<file path="config.mk">
export PLATFORM = sky130hd
export DESIGN_NAME = sdmac_cpu_bus
export DESIGN_NICKNAME = d
export VERILOG_FILES = /design/src/common/cpu_sm_pkg.sv /design/src/hw/fifo_ptr_ctrl.sv /design/src/hw/cpu_sm/cpu_sm_state.sv /design/src/hw/cpu_sm/cpu_sm_terms.sv /design/src/hw/cpu_sm/cpu_sm_outputs.sv /design/src/hw/sdmac_cpu_bus.sv
export VERILOG_INCLUDE_DIRS = /design/src /design/src/common
export SDC_FILE = /design/constraint.sdc
export NUM_CORES = 1
export LEC_CHECK = 0
export BUFFER_PORTS_ARGS = -buffer_cell sky130_fd_sc_hd__buf_4
export CAP_MARGIN = 15
export CORE_ASPECT_RATIO = 1.4
export CORE_UTILIZATION = 35
export CTS_CLUSTER_SIZE = 20
export DETAILED_ROUTE_END_ITERATION = 8
export GPL_TIMING_DRIVEN = 0
export PLACE_DENSITY = 0.52
export SYNTH_ARGS = -nofsm -noshare
export SYNTH_HDL_FRONTEND = slang
export SYNTH_SLANG_ARGS = --single-unit
</file>
<file path="constraint.sdc">
create_clock -name clk -period 3.04 [get_ports clk]
set_clock_uncertainty 0.1 [all_clocks]
set_input_delay 0.152 -clock clk [delete_from_list [all_inputs] [get_ports clk]]
set_output_delay 0.152 -clock clk [all_outputs]
set_load 0.005 [all_outputs]
</file>
<file path="src/common/cpu_sm_macros.svh">
`ifndef CPU_SM_MACROS_SVH
`define CPU_SM_MACROS_SVH

// FIFO depth in longwords and the width of a 0..depth count
`define CPU_SM_FIFO_DEPTH 8
`define CPU_SM_CNT_W 4

// Whole-code states
`define CPU_SM_IDLE 5'd0
`define CPU_SM_REQ 5'd2
`define CPU_SM_WAIT_GRANT 5'd8
`define CPU_SM_ACK 5'd16
`define CPU_SM_RELEASE 5'd30

// Phase field values of the transfer states
`define CPU_SM_PH_ADDR 3'd1
`define CPU_SM_PH_DATA 3'd2
`define CPU_SM_PH_TERM 3'd3

`endif

</file>
<file path="src/common/cpu_sm_pkg.sv">
`default_nettype none

package cpu_sm_pkg;

    // Field view of the bus state word
    // phase 1 to 3 are the address, data and terminate phases of a transfer
    typedef struct packed {
        logic [2:0] phase;
        logic       dir;    // 1 = FIFO to bus
        logic       half;   // 1 = second half of a 16-bit longword
    } cpu_state_fields_t;

    // The state word is decoded whole for arbitration and by fields for transfers
    typedef union packed {
        logic [4:0]        code;
        cpu_state_fields_t fields;
    } cpu_state_u;

endpackage

`default_nettype wire

</file>
<file path="src/hw/fifo_ptr_ctrl.sv">
`timescale 1ns/1ps
`default_nettype none

`include "cpu_sm_macros.svh"

module fifo_ptr_ctrl (
    input  logic                     clk,
    input  logic                     rst_n,
    input  logic                     inc_fifo,
    input  logic                     dec_fifo,
    input  logic                     fill,
    input  logic                     fill_full,
    output logic [`CPU_SM_CNT_W-1:0] fifo_count,
    output logic                     fifo_empty,
    output logic                     fifo_full
);

    localparam logic [`CPU_SM_CNT_W-1:0] DEPTH = `CPU_SM_FIFO_DEPTH;

    logic [`CPU_SM_CNT_W-1:0] count_nxt;
    logic                     up;

    assign up = inc_fifo | fill;

    // Saturating count, a simultaneous up and down cancels
    always_comb begin
        count_nxt = fifo_count;
        if (fill_full) begin
            count_nxt = DEPTH;
        end else if (up && !dec_fifo && fifo_count != DEPTH) begin
            count_nxt = fifo_count + 1'b1;
        end else if (dec_fifo && !up && fifo_count != '0) begin
            count_nxt = fifo_count - 1'b1;
        end
    end

    always_ff @(posedge clk) begin
        if (!rst_n) begin
            fifo_count <= '0;
            fifo_empty <= 1'b1;
            fifo_full  <= 1'b0;
        end else begin
            fifo_count <= count_nxt;
            fifo_empty <= (count_nxt == '0);
            fifo_full  <= (count_nxt == DEPTH);
        end
    end

endmodule

`default_nettype wire

</file>
<file path="src/hw/cpu_sm/cpu_sm_state.sv">
`timescale 1ns/1ps
`default_nettype none

`include "cpu_sm_macros.svh"

module cpu_sm_state (
    input  logic                   clk,
    input  logic                   rst_n,
    input  logic                   start,
    input  logic                   dir,
    input  logic                   bgrant_n,
    input  logic                   dsack,
    input  logic                   sterm_n,
    input  logic                   fifo_empty,
    input  logic                   fifo_full,
    output cpu_sm_pkg::cpu_state_u state
);

    cpu_sm_pkg::cpu_state_u state_nxt;
    logic                   work;
    logic                   long_end;
    logic                   half_end;
    logic                   done;

    // Something to move in the requested direction
    assign work = dir ? ~fifo_empty : ~fifo_full;

    // Termination of the running bus cycle
    assign long_end = ~sterm_n | (dsack & state.fields.half);
    assign half_end = ~long_end & dsack;

    // FIFO exhausted for the latched direction
    assign done = state.fields.dir ? fifo_empty : fifo_full;

    always_comb begin
        state_nxt = state;
        if (state.code == `CPU_SM_IDLE) begin
            if (start && work) begin
                state_nxt.code = `CPU_SM_REQ;
            end
        end else if (state.code == `CPU_SM_REQ) begin
            state_nxt.code = bgrant_n ? `CPU_SM_WAIT_GRANT : `CPU_SM_ACK;
        end else if (state.code == `CPU_SM_WAIT_GRANT) begin
            if (!bgrant_n) begin
                state_nxt.code = `CPU_SM_ACK;
            end
        end else if (state.code == `CPU_SM_ACK) begin
            // Direction is held in the state word from here to release
            state_nxt.fields.phase = `CPU_SM_PH_ADDR;
            state_nxt.fields.dir   = dir;
            state_nxt.fields.half  = 1'b0;
        end else if (state.code == `CPU_SM_RELEASE) begin
            state_nxt.code = `CPU_SM_IDLE;
        end else if (state.fields.phase == `CPU_SM_PH_ADDR) begin
            if (long_end) begin
                state_nxt.fields.phase = `CPU_SM_PH_TERM;
                state_nxt.fields.half  = 1'b0;
            end else if (half_end) begin
                state_nxt.fields.phase = `CPU_SM_PH_TERM;
                state_nxt.fields.half  = 1'b1;
            end
        end else if (state.fields.phase == `CPU_SM_PH_TERM) begin
            if (state.fields.half) begin
                // Second half of a 16-bit longword follows
                state_nxt.fields.phase = `CPU_SM_PH_ADDR;
            end else begin
                // Wait here while the FIFO count settles
                state_nxt.fields.phase = `CPU_SM_PH_DATA;
                state_nxt.fields.half  = 1'b1;
            end
        end else if (state.fields.phase == `CPU_SM_PH_DATA && state.fields.half) begin
            if (done) begin
                state_nxt.code = `CPU_SM_RELEASE;
            end else begin
                state_nxt.fields.phase = `CPU_SM_PH_ADDR;
                state_nxt.fields.half  = 1'b0;
            end
        end else begin
            state_nxt.code = `CPU_SM_IDLE;
        end
    end

    always_ff @(posedge clk) begin
        if (!rst_n) begin
            state.code <= `CPU_SM_IDLE;
        end else begin
            state <= state_nxt;
        end
    end

endmodule

`default_nettype wire

</file>
<file path="src/hw/cpu_sm/cpu_sm_terms.sv">
`timescale 1ns/1ps
`default_nettype none

`include "cpu_sm_macros.svh"

module cpu_sm_terms (
    input  cpu_sm_pkg::cpu_state_u state,
    input  logic                   dsack,
    input  logic                   sterm_n,
    output logic                   req_term,
    output logic                   ack_term,
    output logic                   addr_term,
    output logic                   data_term,
    output logic                   end_long_term,
    output logic                   end_half_term,
    output logic                   wr_dir
);

    logic in_addr;
    logic second_half;
    logic term_seen;

    // Arbitration states come from the whole code
    assign req_term = (state.code == `CPU_SM_REQ) | (state.code == `CPU_SM_WAIT_GRANT);
    assign ack_term = (state.code == `CPU_SM_ACK);

    // Transfer states come from the fields
    assign in_addr     = (state.fields.phase == `CPU_SM_PH_ADDR);
    assign second_half = state.fields.half;
    assign term_seen   = ~sterm_n | dsack;

    assign addr_term = in_addr;

    // Cycle still open, data not yet taken
    assign data_term = in_addr & ~term_seen;

    // sterm ends a whole longword, dsack only on the second half
    assign end_long_term = in_addr & (~sterm_n | (dsack & second_half));
    assign end_half_term = in_addr & sterm_n & dsack & ~second_half;

    assign wr_dir = state.fields.dir;

endmodule

`default_nettype wire

</file>
<file path="src/hw/cpu_sm/cpu_sm_outputs.sv">
`timescale 1ns/1ps
`default_nettype none

`include "cpu_sm_macros.svh"

module cpu_sm_outputs (
    input  logic                   clk,
    input  logic                   rst_n,
    input  cpu_sm_pkg::cpu_state_u state,
    input  logic                   req_term,
    input  logic                   ack_term,
    input  logic                   addr_term,
    input  logic                   data_term,
    input  logic                   end_long_term,
    input  logic                   end_half_term,
    input  logic                   wr_dir,
    input  logic                   dsack,
    input  logic                   sterm_n,
    input  logic                   bgrant_n,
    output logic                   breq_n,
    output logic                   bgack_n,
    output logic                   as_n,
    output logic                   ds_n,
    output logic                   size1,
    output logic                   f2cpul,
    output logic                   f2cpuh,
    output logic                   pllw,
    output logic                   plhw,
    output logic                   inc_fifo,
    output logic                   dec_fifo
);

    logic breq_n_d;
    logic bgack_n_d;
    logic as_n_d;
    logic ds_n_d;
    logic size1_d;
    logic f2cpul_d;
    logic f2cpuh_d;
    logic pllw_d;
    logic plhw_d;
    logic inc_fifo_d;
    logic dec_fifo_d;

    logic low_strobe;
    logic high_strobe;
    logic arb_state;

    // Request held until the grant is seen
    assign breq_n_d = ~(req_term & bgrant_n);

    // Bus is ours from the grant until release
    assign arb_state = (state.code == `CPU_SM_REQ) | (state.code == `CPU_SM_WAIT_GRANT);
    assign bgack_n_d = (state.code == `CPU_SM_IDLE) |
                       (state.code == `CPU_SM_RELEASE) |
                       (arb_state & bgrant_n);

    // Strobes stay asserted through the whole bus cycle
    assign as_n_d = ~(ack_term | addr_term);
    assign ds_n_d = ~(ack_term | data_term | end_half_term | end_long_term);

    // Marks the upper word on a 16-bit port
    assign size1_d = addr_term & state.code[0];

    // A 32-bit termination latches both words at once
    assign low_strobe  = end_half_term | (end_long_term & ~sterm_n & ~dsack);
    assign high_strobe = end_long_term;

    assign f2cpul_d = low_strobe & wr_dir;
    assign f2cpuh_d = high_strobe & wr_dir;
    assign pllw_d   = low_strobe & ~wr_dir;
    assign plhw_d   = high_strobe & ~wr_dir;

    // One count step per finished longword
    assign inc_fifo_d = end_long_term & ~wr_dir;
    assign dec_fifo_d = end_long_term & wr_dir;

    always_ff @(posedge clk) begin
        if (!rst_n) begin
            breq_n   <= 1'b1;
            bgack_n  <= 1'b1;
            as_n     <= 1'b1;
            ds_n     <= 1'b1;
            size1    <= 1'b0;
            f2cpul   <= 1'b0;
            f2cpuh   <= 1'b0;
            pllw     <= 1'b0;
            plhw     <= 1'b0;
            inc_fifo <= 1'b0;
            dec_fifo <= 1'b0;
        end else begin
            breq_n   <= breq_n_d;
            bgack_n  <= bgack_n_d;
            as_n     <= as_n_d;
            ds_n     <= ds_n_d;
            size1    <= size1_d;
            f2cpul   <= f2cpul_d;
            f2cpuh   <= f2cpuh_d;
            pllw     <= pllw_d;
            plhw     <= plhw_d;
            inc_fifo <= inc_fifo_d;
            dec_fifo <= dec_fifo_d;
        end
    end

endmodule

`default_nettype wire

</file>
<file path="src/hw/sdmac_cpu_bus.sv">
`timescale 1ns/1ps
`default_nettype none

`include "cpu_sm_macros.svh"

module sdmac_cpu_bus (
    input  logic                     clk,
    input  logic                     rst_n,
    input  logic                     start,
    input  logic                     dir,
    input  logic                     bgrant_n,
    input  logic                     dsack,
    input  logic                     sterm_n,
    input  logic                     fill,
    input  logic                     fill_full,
    output logic                     breq_n,
    output logic                     bgack_n,
    output logic                     as_n,
    output logic                     ds_n,
    output logic                     size1,
    output logic                     f2cpul,
    output logic                     f2cpuh,
    output logic                     pllw,
    output logic                     plhw,
    output logic [`CPU_SM_CNT_W-1:0] fifo_count,
    output logic                     fifo_empty,
    output logic                     fifo_full
);

    cpu_sm_pkg::cpu_state_u state;

    logic req_term;
    logic ack_term;
    logic addr_term;
    logic data_term;
    logic end_long_term;
    logic end_half_term;
    logic wr_dir;
    logic inc_fifo;
    logic dec_fifo;

    cpu_sm_state state_i (
        .clk        (clk),
        .rst_n      (rst_n),
        .start      (start),
        .dir        (dir),
        .bgrant_n   (bgrant_n),
        .dsack      (dsack),
        .sterm_n    (sterm_n),
        .fifo_empty (fifo_empty),
        .fifo_full  (fifo_full),
        .state      (state)
    );

    cpu_sm_terms terms_i (
        .state         (state),
        .dsack         (dsack),
        .sterm_n       (sterm_n),
        .req_term      (req_term),
        .ack_term      (ack_term),
        .addr_term     (addr_term),
        .data_term     (data_term),
        .end_long_term (end_long_term),
        .end_half_term (end_half_term),
        .wr_dir        (wr_dir)
    );

    cpu_sm_outputs outputs_i (
        .clk           (clk),
        .rst_n         (rst_n),
        .state         (state),
        .req_term      (req_term),
        .ack_term      (ack_term),
        .addr_term     (addr_term),
        .data_term     (data_term),
        .end_long_term (end_long_term),
        .end_half_term (end_half_term),
        .wr_dir        (wr_dir),
        .dsack         (dsack),
        .sterm_n       (sterm_n),
        .bgrant_n      (bgrant_n),
        .breq_n        (breq_n),
        .bgack_n       (bgack_n),
        .as_n          (as_n),
        .ds_n          (ds_n),
        .size1         (size1),
        .f2cpul        (f2cpul),
        .f2cpuh        (f2cpuh),
        .pllw          (pllw),
        .plhw          (plhw),
        .inc_fifo      (inc_fifo),
        .dec_fifo      (dec_fifo)
    );

    fifo_ptr_ctrl fifo_i (
        .clk        (clk),
        .rst_n      (rst_n),
        .inc_fifo   (inc_fifo),
        .dec_fifo   (dec_fifo),
        .fill       (fill),
        .fill_full  (fill_full),
        .fifo_count (fifo_count),
        .fifo_empty (fifo_empty),
        .fifo_full  (fifo_full)
    );

endmodule

`default_nettype wire

</file>
### Yosys cells after proc, flatten, opt, wreduce, memory -nomap -nowiden

Index checks and enable logic that the tools add are counted.
W data, S select, Z words.

* $add $sub $neg: 2
* equality and inequality tests: 15
* multiplexer cells: 27
* bitwise logic cells: 37
* reduce and logical (&&, ||, !) cells: 13

Operators with widths (number)
* $mux W5: 9
* $and A1 B1 Y1: 15
* $mux W3: 5
* $mux W4: 3
* $not A1 Y1: 11
* $or A1 B1 Y1: 11
* $eq A5 B5 Y1 const B: 2
* $mux W1: 9
* $ne A8 B7 Y1 const B: 1
* $ne A7 B1 Y1 const B: 1
* $eq A3 B2 Y1 const B: 2
* $logic_and A1 B1 Y1: 6
* $ne A6 B1 Y1 const B: 1
* $ne A6 B5 Y1 const B: 1
* $eq A5 B2 Y1 const B: 1
* $eq A5 B4 Y1 const B: 1
* $logic_not A5 Y1: 1
* $reduce_and A5 Y1: 1
* $add A4 B1 Y4 const B: 1
* $eq A4 B4 Y1 const B: 1
* $logic_not A4 Y1: 1
* $ne A4 B3 Y1 const B: 1
* $ne A4 B4 Y1 const B: 1
* $reduce_bool A4 Y1: 1
* 6 further kinds: 7

* register bits: 20
* input bits: 9
* output and inout port bits: 15
* logic and storage cells: 108

### Longest topological paths before layout

Gate-level depths: netlist of run 1.

* word-level depth: 12
* gate-level depth with buffers: 7
* depth with buffers taken out: 7

### Cells and area by module

From an unflattened synthesis of run 1, not the netlist that was laid out.

* cell total of the unflattened synthesis: 134
* area, all modules: 1219.9 µm²

Modules (own cells, without submodules)
* fifo_ptr_ctrl: instances 1, cells each 42, area each 430.4 µm², sequential area each 120.1 µm²
* cpu_sm_state: instances 1, cells each 55, area each 409.1 µm², sequential area each 100.1 µm²
* cpu_sm_outputs: instances 1, cells each 27, area each 296.5 µm², sequential area each 180.2 µm²
* cpu_sm_terms: instances 1, cells each 10, area each 83.8 µm², sequential area each 0.0 µm²

### Least setup slack after synthesis of run 1

OpenSTA, ideal clock, no wires.

* path kind: register -> register
* from: reg fifo_i.fifo_count[0]
* to: reg fifo_i.fifo_empty
* library setup time: 0.084 ns
* data arrival time: 1.719 ns
* data required time: 2.856 ns
* slack: 1.136 ns
* stages on the path, launching flop included: 8
* path buffers: 0
* clock period less this slack: 1.904 ns
* cell sequence: dfxtp_1 > inv_1 > ha_1 > and3b_1 > nand2b_4 > o22a_2 > mux2_4 > o31ai_2

* cells in the longest elaborated chain, start to end: 6
* elaborated cells on any way between the ends: 10
* those cells by class: add/sub: 2; eq/ne: 1; mux: 3; reduce/logical: 4

RTL lines
* start, declared: line fifo_ptr_ctrl.sv:13 `` output logic [`CPU_SM_CNT_W-1:0] fifo_count, ``
* start signal, assigned: line fifo_ptr_ctrl.sv:43 `fifo_count <= count_nxt;`
* branches (longest 3 deep; another with $sub A4 B1 Y4)
* $mux W4 *: line fifo_ptr_ctrl.sv:30 `end else if (up && !dec_fifo && fifo_count != DEPTH) begin`
* $mux W4 *: line fifo_ptr_ctrl.sv:28 `if (fill_full) begin`
* $logic_not A4 Y1 *: line fifo_ptr_ctrl.sv:44 `fifo_empty <= (count_nxt == '0);`
* end signal, assigned: line fifo_ptr_ctrl.sv:44
* end, declared: line fifo_ptr_ctrl.sv:14 `output logic fifo_empty,`

Every way passes the cells marked *.
A chain may end at the register's enable or synchronous reset.

### Worst setup path in the final report of run 1

Ends and elaborated chain as after synthesis.

==> results.md, run 1 <==
- Routed Antenna Nets: 0
- Arrival @ worst endpoint: approximately 2.1 ns
- Fin. max-slew vios: 0
- Final cell count without fillers: 199
- Via density per instance: 5.347
- Wirelength per Cell: 13.48 um
- Tmin final: 2.031 ns
- CP endpoint kind: flip-flop
- CTS resizes: 0
- Synthesized instance count: ~130
- GRT overflow: 0
- Cell accounting for the most synthesized area: dfxtp_1
- Fraction of the yosys area taken by sequential cells: 0.3513
- Post-Place Cells: between 150 and 200
- Critical Path Fanout Max: 7
- Post-DP HPWL: 2011 um
- Site Rows: 24
- Main flop type after synthesis: dfxtp_1
- Fmax: 0.4924 GHz
- Final setup fails: 0
- Pleak: 0.6106 nW
- Post-CTS setup buffers: 0
- Syn Std Cell Area: 1140 sq um
- Clock-pin slew on the worst setup and hold paths: 0.07 ns
- Die area: ~3500 sq um
- Pin count of the biggest net entering global routing: 12
- Clk sinks: 20
- Placement Cell Area: 1361 sq um
- Total wire length: 2683 um
- Chip width: 50.23 um
- First-pass GRT wire length: between 4000 and 5000 um
- Largest delay share family, worst path: flip-flops
- Initial antenna violation count: 0
- Die H: 69.52 um
- Most common cell after layout, fill and taps aside: buf_4
- Final instance area: 1416 sq um
- Final setup TNS: 0 ns
- Pwr/cell area: about 450 nW/um^2
- Total GRT Usage: 0.1690
- Synth top area share: 0.3513
- Most frequent cells in the layout: buf_4, dfxtp_1, nor2_1
- Max_cap viols: 0
- Nets: 172
- Worst EP required: between 3 and 4 ns
- RSZ-0062 raised after global routing: false
- FILL cells: approximately 330
- Yosys warns: 0
- Ant diodes: 0
- Final worst setup slack: between 1 and 1.5 ns
- Buf/Inv on CP: 1
- Initial Util: 0.3650
- CP cell instances: inv_1 -> ha_1 -> and3b_1 -> nand2b_4 -> o22a_2 -> mux2_4 -> o31ai_2
- H-Tree Depth: 1
- GRT met1 Usage: 0.1726
- Total CTS buffers: 3
- Met2 Track Usage GR: 0.3067
- Worst VDD drop: 0.2537 mV
- Clock root buffer: clkbuf_8
- Status: completed
- Hold-fix buffers, CTS: 0
- Crit path largest cell delay: 0.46 ns
- Rel. slew slack: 0.6687
- Endpoints failing hold: 0
- Ys async rst share: 0
- Crit Path Category: reg2reg
- Worst-Skew Late Latency: 0.26 ns
- Post-synth EDFFs: 0
- Vias in the first global route: 1060
- # port buffers: 23
- Slew @ Worst Pin: 0.4901 ns
- Placement Setup Slack: 1.012 ns
- Routability Congestion: roughly 0.83
- Area Overhead vs Synth: 24.26%
- Core area: 3123 sq um
- Drt initial violations: 23
- Syn_area_per_cell: between 8 and 9 sq um
- Vias: 1064
- Met3 usage: 0.02851
- Top post-synthesis cells by area: dfxtp_1, nor2_1, mux2i_1
- Share of cells above drive strength 1: 0.2625
- Ports: 24
- CTS tree: done
- Worst path slowest cell: dfxtp_1
- Post-synthesis cell type count: 45
- Synth Register Bits: 20
- Post-Syn Nets: 144
- Period utilization: 0.6680
- HP Class: in2reg
- Gr busiest metal: met2
- DRT Pass-1 Iters: 4
- CTS Buffer Depth: 2
- # DRC: 0
- Startpoint Class: flip-flop
-- final cells by class --
cell class / count / area (sq um) / share of cell area
buffer: 8 / 36.28 / 0.02562
clock buffer: 4 / 55.05 / 0.03887
inverter: 4 / 15.01 / 0.01060
multi-input combinational: 101 / 688.2 / 0.4859
sequential: 20 / 400.4 / 0.2827
tap: 39 / 48.80 / 0.03445
timing repair buffer: 23 / 172.7 / 0.1219
-- cell usage after synthesis (all sizes together) (2+ instances only) --
cell type	instances
o21ai	8
inv	4
nor2	11
nor3	3
nand3	4
nand2	8
a21o	2
nor2b	5
nor4	2
and3b	2
nand2b	4
and2	6
o21a	3
nor4b	3
nand3b	2
a21oi	5
and3	3
nor3b	5
clkbuf	3
dfxtp	20
ha	2
buf	5
mux2i	4
-- flip-flops by register name (all words and copies together) (netlist names) --
name	count
outputs_i.size1	1
outputs_i.breq_n	1
outputs_i.f2cpul	1
outputs_i.bgack_n	1
state_i.state	5
fifo_i.fifo_count	4
outputs_i.pllw	1
outputs_i.ds_n	1
outputs_i.plhw	1
outputs_i.f2cpuh	1
fifo_i.fifo_full	1
fifo_i.fifo_empty	1
outputs_i.as_n	1
-- final timing paths --
| path | startpoint | to | slack [ns] | cells past startpoint |
|---|---|---|---|---|
| hold / removal | rst_n | state_i.state[4] | 0.05 | 3 |
| setup reg to reg | fifo_i.fifo_count[0] | fifo_i.fifo_empty | 1.01 | 7 |
| hold reg to reg | fifo_i.fifo_count[1] | fifo_i.fifo_count[1] | 0.48 | 2 |
| setup / recovery | fifo_i.fifo_count[0] | fifo_i.fifo_empty | 1.01 | 7 |
-- metal layers --
layer  share of wire  routed length, um  vias up
met4           0.031                 84        0
met5               0                  0        -
met2            0.54               1459       28
li1                -                  -      528
met3           0.034                 92        8
met1            0.39               1047      500
-- power breakdown --
| group | switching (mW) | internal, mW | leakage [nW] | total, mW |
|---|---|---|---|---|
| Clock | 0.0911 | 0.115 | 0.0288 | 0.207 |
| Sequential | 0.00921 | 0.276 | 0.163 | 0.285 |
| Combinational | 0.0759 | 0.0707 | 0.419 | 0.147 |
| Total | 0.176 | 0.462 | 0.611 | 0.638 |
-- logic make-up after synthesis --
| kind of cell | after synthesis | share of synthesized area |
|---|---|---|
| muxes | 5 | 0.04830 |
| AOI/OAI and AO/OA | 30 | 0.1888 |
| xor gates and xnor gates | 2 | 0.01537 |
| buffers and inverters | 12 | 0.04500 |
| adders and majority gates | 2 | 0.02195 |
| and+or+nand+nor | 62 | 0.3293 |
| DFF | 20 | 0.3513 |
-- worst min-delay path: cells and delay by family --
kind | cells | cell delay [ns]
buffers and inverters | 1 | 0.13
AND/OR/NAND/NOR | 2 | 0.09
-- through the flow --
step                      power, mW  hold slack, ns  utilization
after floorplan              0.3900          0.1766            -
after global placement       0.4354          0.3334       0.4359
after detailed placement     0.4381          0.3341       0.4359
after CTS                    0.6471         0.04710       0.4535
after global routing         0.6720         0.05259       0.4535
final                        0.6384         0.05303       0.4535
No activity file was read; power rests on OpenSTA's default activity.
==> run 2: changes to the inputs <==
--- a/config.mk
+++ b/config.mk
@@ -6,6 +6,7 @@
 export SDC_FILE = /design/constraint.sdc
 export NUM_CORES = 1
 export LEC_CHECK = 0
+export ABC_AREA = 1
 export BUFFER_PORTS_ARGS = -buffer_cell sky130_fd_sc_hd__buf_4
 export CAP_MARGIN = 15
 export CORE_ASPECT_RATIO = 1.4
@@ -13,7 +14,7 @@
 export CTS_CLUSTER_SIZE = 20
 export DETAILED_ROUTE_END_ITERATION = 8
 export GPL_TIMING_DRIVEN = 0
-export PLACE_DENSITY = 0.52
+export PLACE_DENSITY = 0.53
 export SYNTH_ARGS = -nofsm -noshare
 export SYNTH_HDL_FRONTEND = slang
 export SYNTH_SLANG_ARGS = --single-unit
==> constraint.sdc (replaced) <==
create_clock -name clk -period 2.1 [get_ports clk]
set_clock_uncertainty 0.1 [all_clocks]
set_input_delay 0.105 -clock clk [delete_from_list [all_inputs] [get_ports clk]]
set_output_delay 0.105 -clock clk [all_outputs]
set_load 0.005 [all_outputs]
==> run 2 against run 1 <==
Die area decreased by 8.6%. Critical path depth decreased by 2. Non-clock buffer count decreased by 4. First-iteration DRC count increased by 22%. Sequential power increased by 81%. Utilization increased by 1.3 points. Hold slack improved by 0.029 ns. Worst setup slack got worse by 0.63 ns. Design area decreased by 6.2%. Count of clock-buffer cells in the layout decreased by 1. Register-to-register slack got worse by 0.63 ns.
==> results.md, run 2 <==
- Status: completed
- Main flop type after synthesis: dfxtp_1
- CTS tree: done
- # DRC: 0
- CP endpoint kind: flip-flop
- Top post-synthesis cells by area: dfxtp_1, nand2_1, nand3_1
- Area Overhead vs Synth: 27.95%
- Post-synthesis cell type count: 26
- Post-synth EDFFs: 0
- R2r setup slk: 0.38 ns
- Worst VDD drop: approximately 0.62 mV
- Placement Cell Area: 1257 sq um
- Final core utilization: 0.4664
- Startpoint Class: flip-flop
- Clock-pin slew on the worst setup and hold paths: 0.07 ns
- GRT overflow: 0
- Most frequent cells in the layout: nand2_1, buf_4, dfxtp_1
- Post-Place Cells: 210
- Pwr/cell area: slightly above 1000 nW/um^2
- DRT Pass-1 Iters: 4
- Met2 Track Usage GR: 0.3530
- Wirelength per Cell: 12.17 um
- Synth top area share: 0.3855
- Die area: 3192 sq um
- GRT met1 Usage: 0.1686
- Drt initial violations: 28
- Total power: around 1.4 mW
- Fin. max-slew vios: 0
- Syn_area_per_cell: 6.923 sq um
- Routability Congestion: 0.8710
- Post-DP HPWL: 2058 um
- Ant diodes: 0
- Fraction of the yosys area taken by sequential cells: 0.3855
- Crit path launch: state_i.state[3]
- Final cell count without fillers: 216
- FILL cells: 325
- Hold WS: 0.08215 ns
- Core area: 2849 sq um
- Routed Antenna Nets: 0
- R2r endpoint: outputs_i.breq_n
- Synth Register Bits: 20
- Vias: 1060
- Placement Setup Slack: approximately 0.43 ns
- Final setup fails: 0
- Total CTS buffers: 3
- Final instance area: 1329 sq um
- Total GRT Usage: 0.1838
- Initial antenna violation count: 0
- Worst EP required: 2.14 ns
- Switching Power: approximately 0.55 mW
- Hold Path Stages: 3
- Slew @ Worst Pin: 0.4775 ns
- Switching part of the total: 0.4014
- Post-synth top cells: nand2_1, dfxtp_1, inv_1, nor2_1, nand3_1
- RSZ-0062 raised after global routing: false
- Sequential power share: 0.379
- Largest regs: state_i.state x5, fifo_i.fifo_count x4
- Nets: 192
- Max reg flops: 5
- Hold Path Origin: dsack
- Site Rows: 23
- Number of cells on the worst reg-to-reg path: 5
- # port buffers: 23
- Ys async rst share: 0
- Endpoints failing hold: 0
- Gr busiest metal: met2
- R2r startpoint: state_i.state[3]
- H-Tree Depth: 1
- Largest register by flop count: state_i.state
- Max_cap viols: 0
- Power Internal: between 0.8 and 0.9 mW
- HP Class: in2reg
- Logic pwr share: 0.441
- Yosys warns: 0
- First-pass GRT wire length: 4084 um
- Period utilization: 0.8206
- Initial Util: 0.3645
- Die H: 66.45 um
- Clk network pwr share: 0.180
- Total wire length: roughly 2600 um
- Post-Syn Nets: 161
- Pin count of the biggest net entering global routing: 11
- CTS resizes: 0
- Area of the multi-input gates: 555.5 sq um
- Cell accounting for the most synthesized area: dfxtp_1
- Pleak: 0.6290 nW
- Worst-Skew Late Latency: 0.25 ns
- Crit Path Category: reg2reg
- Chip width: 48.04 um
- Final setup TNS: 0 ns
- Clock root buffer: clkbuf_8
- Rel. slew slack: 0.6817
- Arrival @ worst endpoint: around 1.8 ns
- Fmax: between 0.5 and 0.6 GHz
- Tmin final: 1.723 ns
- Via density per instance: between 4 and 5
- Most common cell in the netlist: nand2_1
- FF+latch area: 400.4 sq um
- Final worst setup slack: approximately 0.38 ns
- Met3 usage: 0.02710
- Most common cell after layout, fill and taps aside: nand2_1
- Hold path endpoint: outputs_i.f2cpul
- Synthesized instance count: 150
- Vias in the first global route: 1006
- Clk sinks: 20
- CTS Buffer Depth: 2
- Ports: 24
- Share of cells above drive strength 1: 0.2458
- Critical Path Fanout Max: 5
- Syn Std Cell Area: 1038 sq um
==> run 2: cell families after synthesis <==
logic type | after synthesis | synth area share
AND/OR/NAND/NOR | 90 | 0.4169
XOR/XNOR | 1 | 0.008435
buffers and inverters | 22 | 0.07951
adder cells (fa/ha/maj) | 2 | 0.02409
flip-flops | 20 | 0.3855
AO/OA/AOI/OAI | 15 | 0.08556
==> run 2: metal layers <==
layer	routed length, um	part of all wire
met2	1462	0.56
met4	74	0.028
met3	56	0.021
met1	1035	0.39
met5	0	0
==> run 2: worst max-delay path: stages, from the launching register on <==
cell and delay, ns:
dfxtp_1 0.36, nor2_1 0.18, nand2_2 0.11, o22ai_1 0.19, nand3_1 0.08, dlygate4sd3_1 0.58
==> run 2: layout make-up <==
type | count | area share
Buffer | 1 | 0.002825
Clock buffer | 3 | 0.03107
Inverter | 21 | 0.05932
Multi-Input combinational cell | 108 | 0.4181
Sequential cell | 20 | 0.3013
Tap cell | 37 | 0.03484
Timing Repair Buffer | 26 | 0.1525
==> run 2: how the worst max path moves through the flow <==
stage	end	slack, ns	cells past startpoint
floorplan	fifo_i.fifo_empty	0.64	9
global placement	fifo_i.fifo_empty	0.49	9
detailed placement	fifo_i.fifo_empty	0.43	9
CTS	fifo_i.fifo_empty	0.41	9
global route	outputs_i.breq_n	0.26	5
finish	outputs_i.breq_n	0.38	5
==> run 2: power groups by stage <==
stage | Sequential, mW | Combinational (mW) | Clock, mW
2_1_floorplan | 0.512 | 0.427 | 0
3_5_place_dp | 0.522 | 0.589 | 0
4_1_cts | 0.514 | 0.599 | 0.251
5_1_grt | 0.523 | 0.686 | 0.270
3_3_place_gp | 0.521 | 0.585 | 0
6_report | 0.515 | 0.600 | 0.245
==> run 2: repair_timing <==
| action | in CTS | in global routing |
|---|---|---|
| hold buffers | 3 | 0 |
| buffers inserted | 0 | 0 |
| hold endpoints to repair | 3 | 0 |
==> run 3: changes to the inputs <==
==> constraint.sdc (replaced) <==
create_clock -name clk -period 1.8 [get_ports clk]
set_clock_uncertainty 0.1 [all_clocks]
set_input_delay 0.09 -clock clk [delete_from_list [all_inputs] [get_ports clk]]
set_output_delay 0.09 -clock clk [all_outputs]
set_load 0.005 [all_outputs]
==> run 3 against run 2 <==
Register-to-register slack lost 0.33 ns. Worst setup slack worse by 0.33 ns. Die area did not move. Clock power rose by 18%. Sequential power is 18% higher. Sequential cell count stayed put. Global-route usage stayed put.
==> results.md, run 3 (synthesis gave the netlist of run 2 again) <==
- R2r setup slk: between 0.04 and 0.05 ns
- H-Tree Depth: 1
- Power Internal: 0.9521 mW
- R2r startpoint: state_i.state[1]
- Routed Antenna Nets: 0
- Chip width: 48.04 um
- Switching Power: 0.6481 mW
- Critical Path Fanout Max: 7
- Initial antenna violation count: 0
- Tmin final: 1.752 ns
- Arrival @ worst endpoint: 1.79 ns
- Largest regs: state_i.state x5, fifo_i.fifo_count x4
- Startpoint Class: flip-flop
- Final setup TNS: 0 ns
- Core area: approximately 2800 sq um
- Site Rows: 23
- Final setup fails: 0
- Area Overhead vs Synth: 28.31%
- Pin count of the biggest net entering global routing: 11
- Logic pwr share: 0.441
- Clock root buffer: clkbuf_8
- Drt initial violations: 21
- Worst-Skew Late Latency: 0.25 ns
- Total GRT Usage: 0.1838
- Crit path to: outputs_i.breq_n
- Post-DP HPWL: about 2100 um
- Vias in the first global route: 1006
- HP Class: in2reg
- Total wire length: between 2000 and 3000 um
- Status: completed
- Fin. max-slew vios: 0
- # port buffers: 23
- Number of cells on the worst reg-to-reg path: 5
- Rel. slew slack: 0.6746
- Max_cap viols: 0
- Worst path slowest cell: dlygate4sd3_1
- Crit Path Category: reg2reg
- Worst VDD drop: 0.7325 mV
- Nets: about 190
- First-pass GRT wire length: ~4000 um
- CP cell instances: nor2_2 -> inv_2 -> o22ai_1 -> nand3_1 -> dlygate4sd3_1
- Pwr/cell area: 1201 nW/um^2
- Total CTS buffers: 3
- Most common cell after layout, fill and taps aside: nand2_1
- Share of cells above drive strength 1: 0.2626
- # DRC: 0
- Largest register by flop count: state_i.state
- WP depth: 5
- R2r endpoint: outputs_i.breq_n
- CTS Buffer Depth: 2
- Slew @ Worst Pin: 0.4882 ns
- Worst EP required: around 1.8 ns
- Via density per instance: 4.954
- CP endpoint kind: flip-flop
- Die area: 3192 sq um
- DRT Pass-1 Iters: 7
- Wirelength per Cell: 12.34 um
- Most frequent cells in the layout: nand2_1, buf_4, dfxtp_1
- Max reg flops: 5
- Largest delay share family, worst path: buffers and inverters
- Crit path largest cell delay: 0.58 ns
- Die H: 66.45 um
- Fmax: 0.5709 GHz
- Clk network pwr share: 0.180
- Pleak: about 0.63 nW
- Initial Util: 0.3645
- CTS tree: done
- Sequential power share: 0.379
- Ant diodes: 0
- Clk sinks: 20
- Ports: 24
- Buf/Inv on CP: 2
- Vias: 1070
- Routability Congestion: 0.8710
- Endpoints failing hold: 0
- Period utilization: 0.9731
- Switching part of the total: 0.4050
- Crit path launch: state_i.state[1]
- GRT overflow: 0
- Hold WS: 0.06664 ns
- Clock-pin slew on the worst setup and hold paths: approximately 0.070 ns
- RSZ-0062 raised after global routing: false
-- run 3: worst min-delay path, stage by stage --
cell	delay, ns
buf_4	0.10
o21ai_1	0.08
nor3_1	0.11
-- run 3: worst min-delay path by stage --
stage	start	cells after the start	to	slack, ns
detailed placement	bgrant_n	2	outputs_i.breq_n	0.22
floorplan	rst_n	1	outputs_i.as_n	0.06
finish	dsack	3	outputs_i.f2cpul	0.07
global placement	bgrant_n	2	outputs_i.breq_n	0.21
global route	dsack	3	outputs_i.f2cpul	0.09
CTS	dsack	3	outputs_i.f2cpul	0.07
-- run 3: area by class of cell --
cell class	instances	area, sq um
repair buffers	26	202.7
multi-input cells	108	558.0
fillers	326	1516
clock buffers	3	41.29
inverters	21	78.83
well taps	37	46.29
plain buffers	1	3.754
flip-flops and latches	20	401.6
-- run 3: per-stage QoR --
step	power (mW)	cells	cell area, sq um	setup slack, ns	util
5_1_grt	1.733	216	1333	0.004281	0.4677
3_5_place_dp	1.297	210	1257	0.1292	0.4414
3_3_place_gp	1.291	210	1257	0.1939	0.4414
6_report	1.600	216	1333	0.04838	0.4677
2_1_floorplan	1.096	150	1039	0.3403	-
4_1_cts	1.590	216	1329	0.1067	0.4664
-- run 3: routing by layer --
layer	track usage	routed length, um	up-vias
met5	0	0	-
met1	0.1686	1036	492
met2	0.3530	1475	25
met3	0.02710	78	8
met4	0.09722	74	0
li1	-	-	545
-- run 3: power by group through the flow --
stage	Clock [mW]	Combinational [mW]	Sequential, mW
2_1_floorplan	0	0.499	0.597
3_3_place_gp	0	0.683	0.608
3_5_place_dp	0	0.687	0.610
4_1_cts	0.292	0.699	0.599
5_1_grt	0.315	0.804	0.614
6_report	0.288	0.707	0.606
-- run 3: repair_timing --
action                                  CTS  global route
buffers inserted                          0             0
hold endpoints to repair                  3             0
endpoints found under the setup margin    0             2
hold buffers                              3             0
gates resized for setup                   0             3
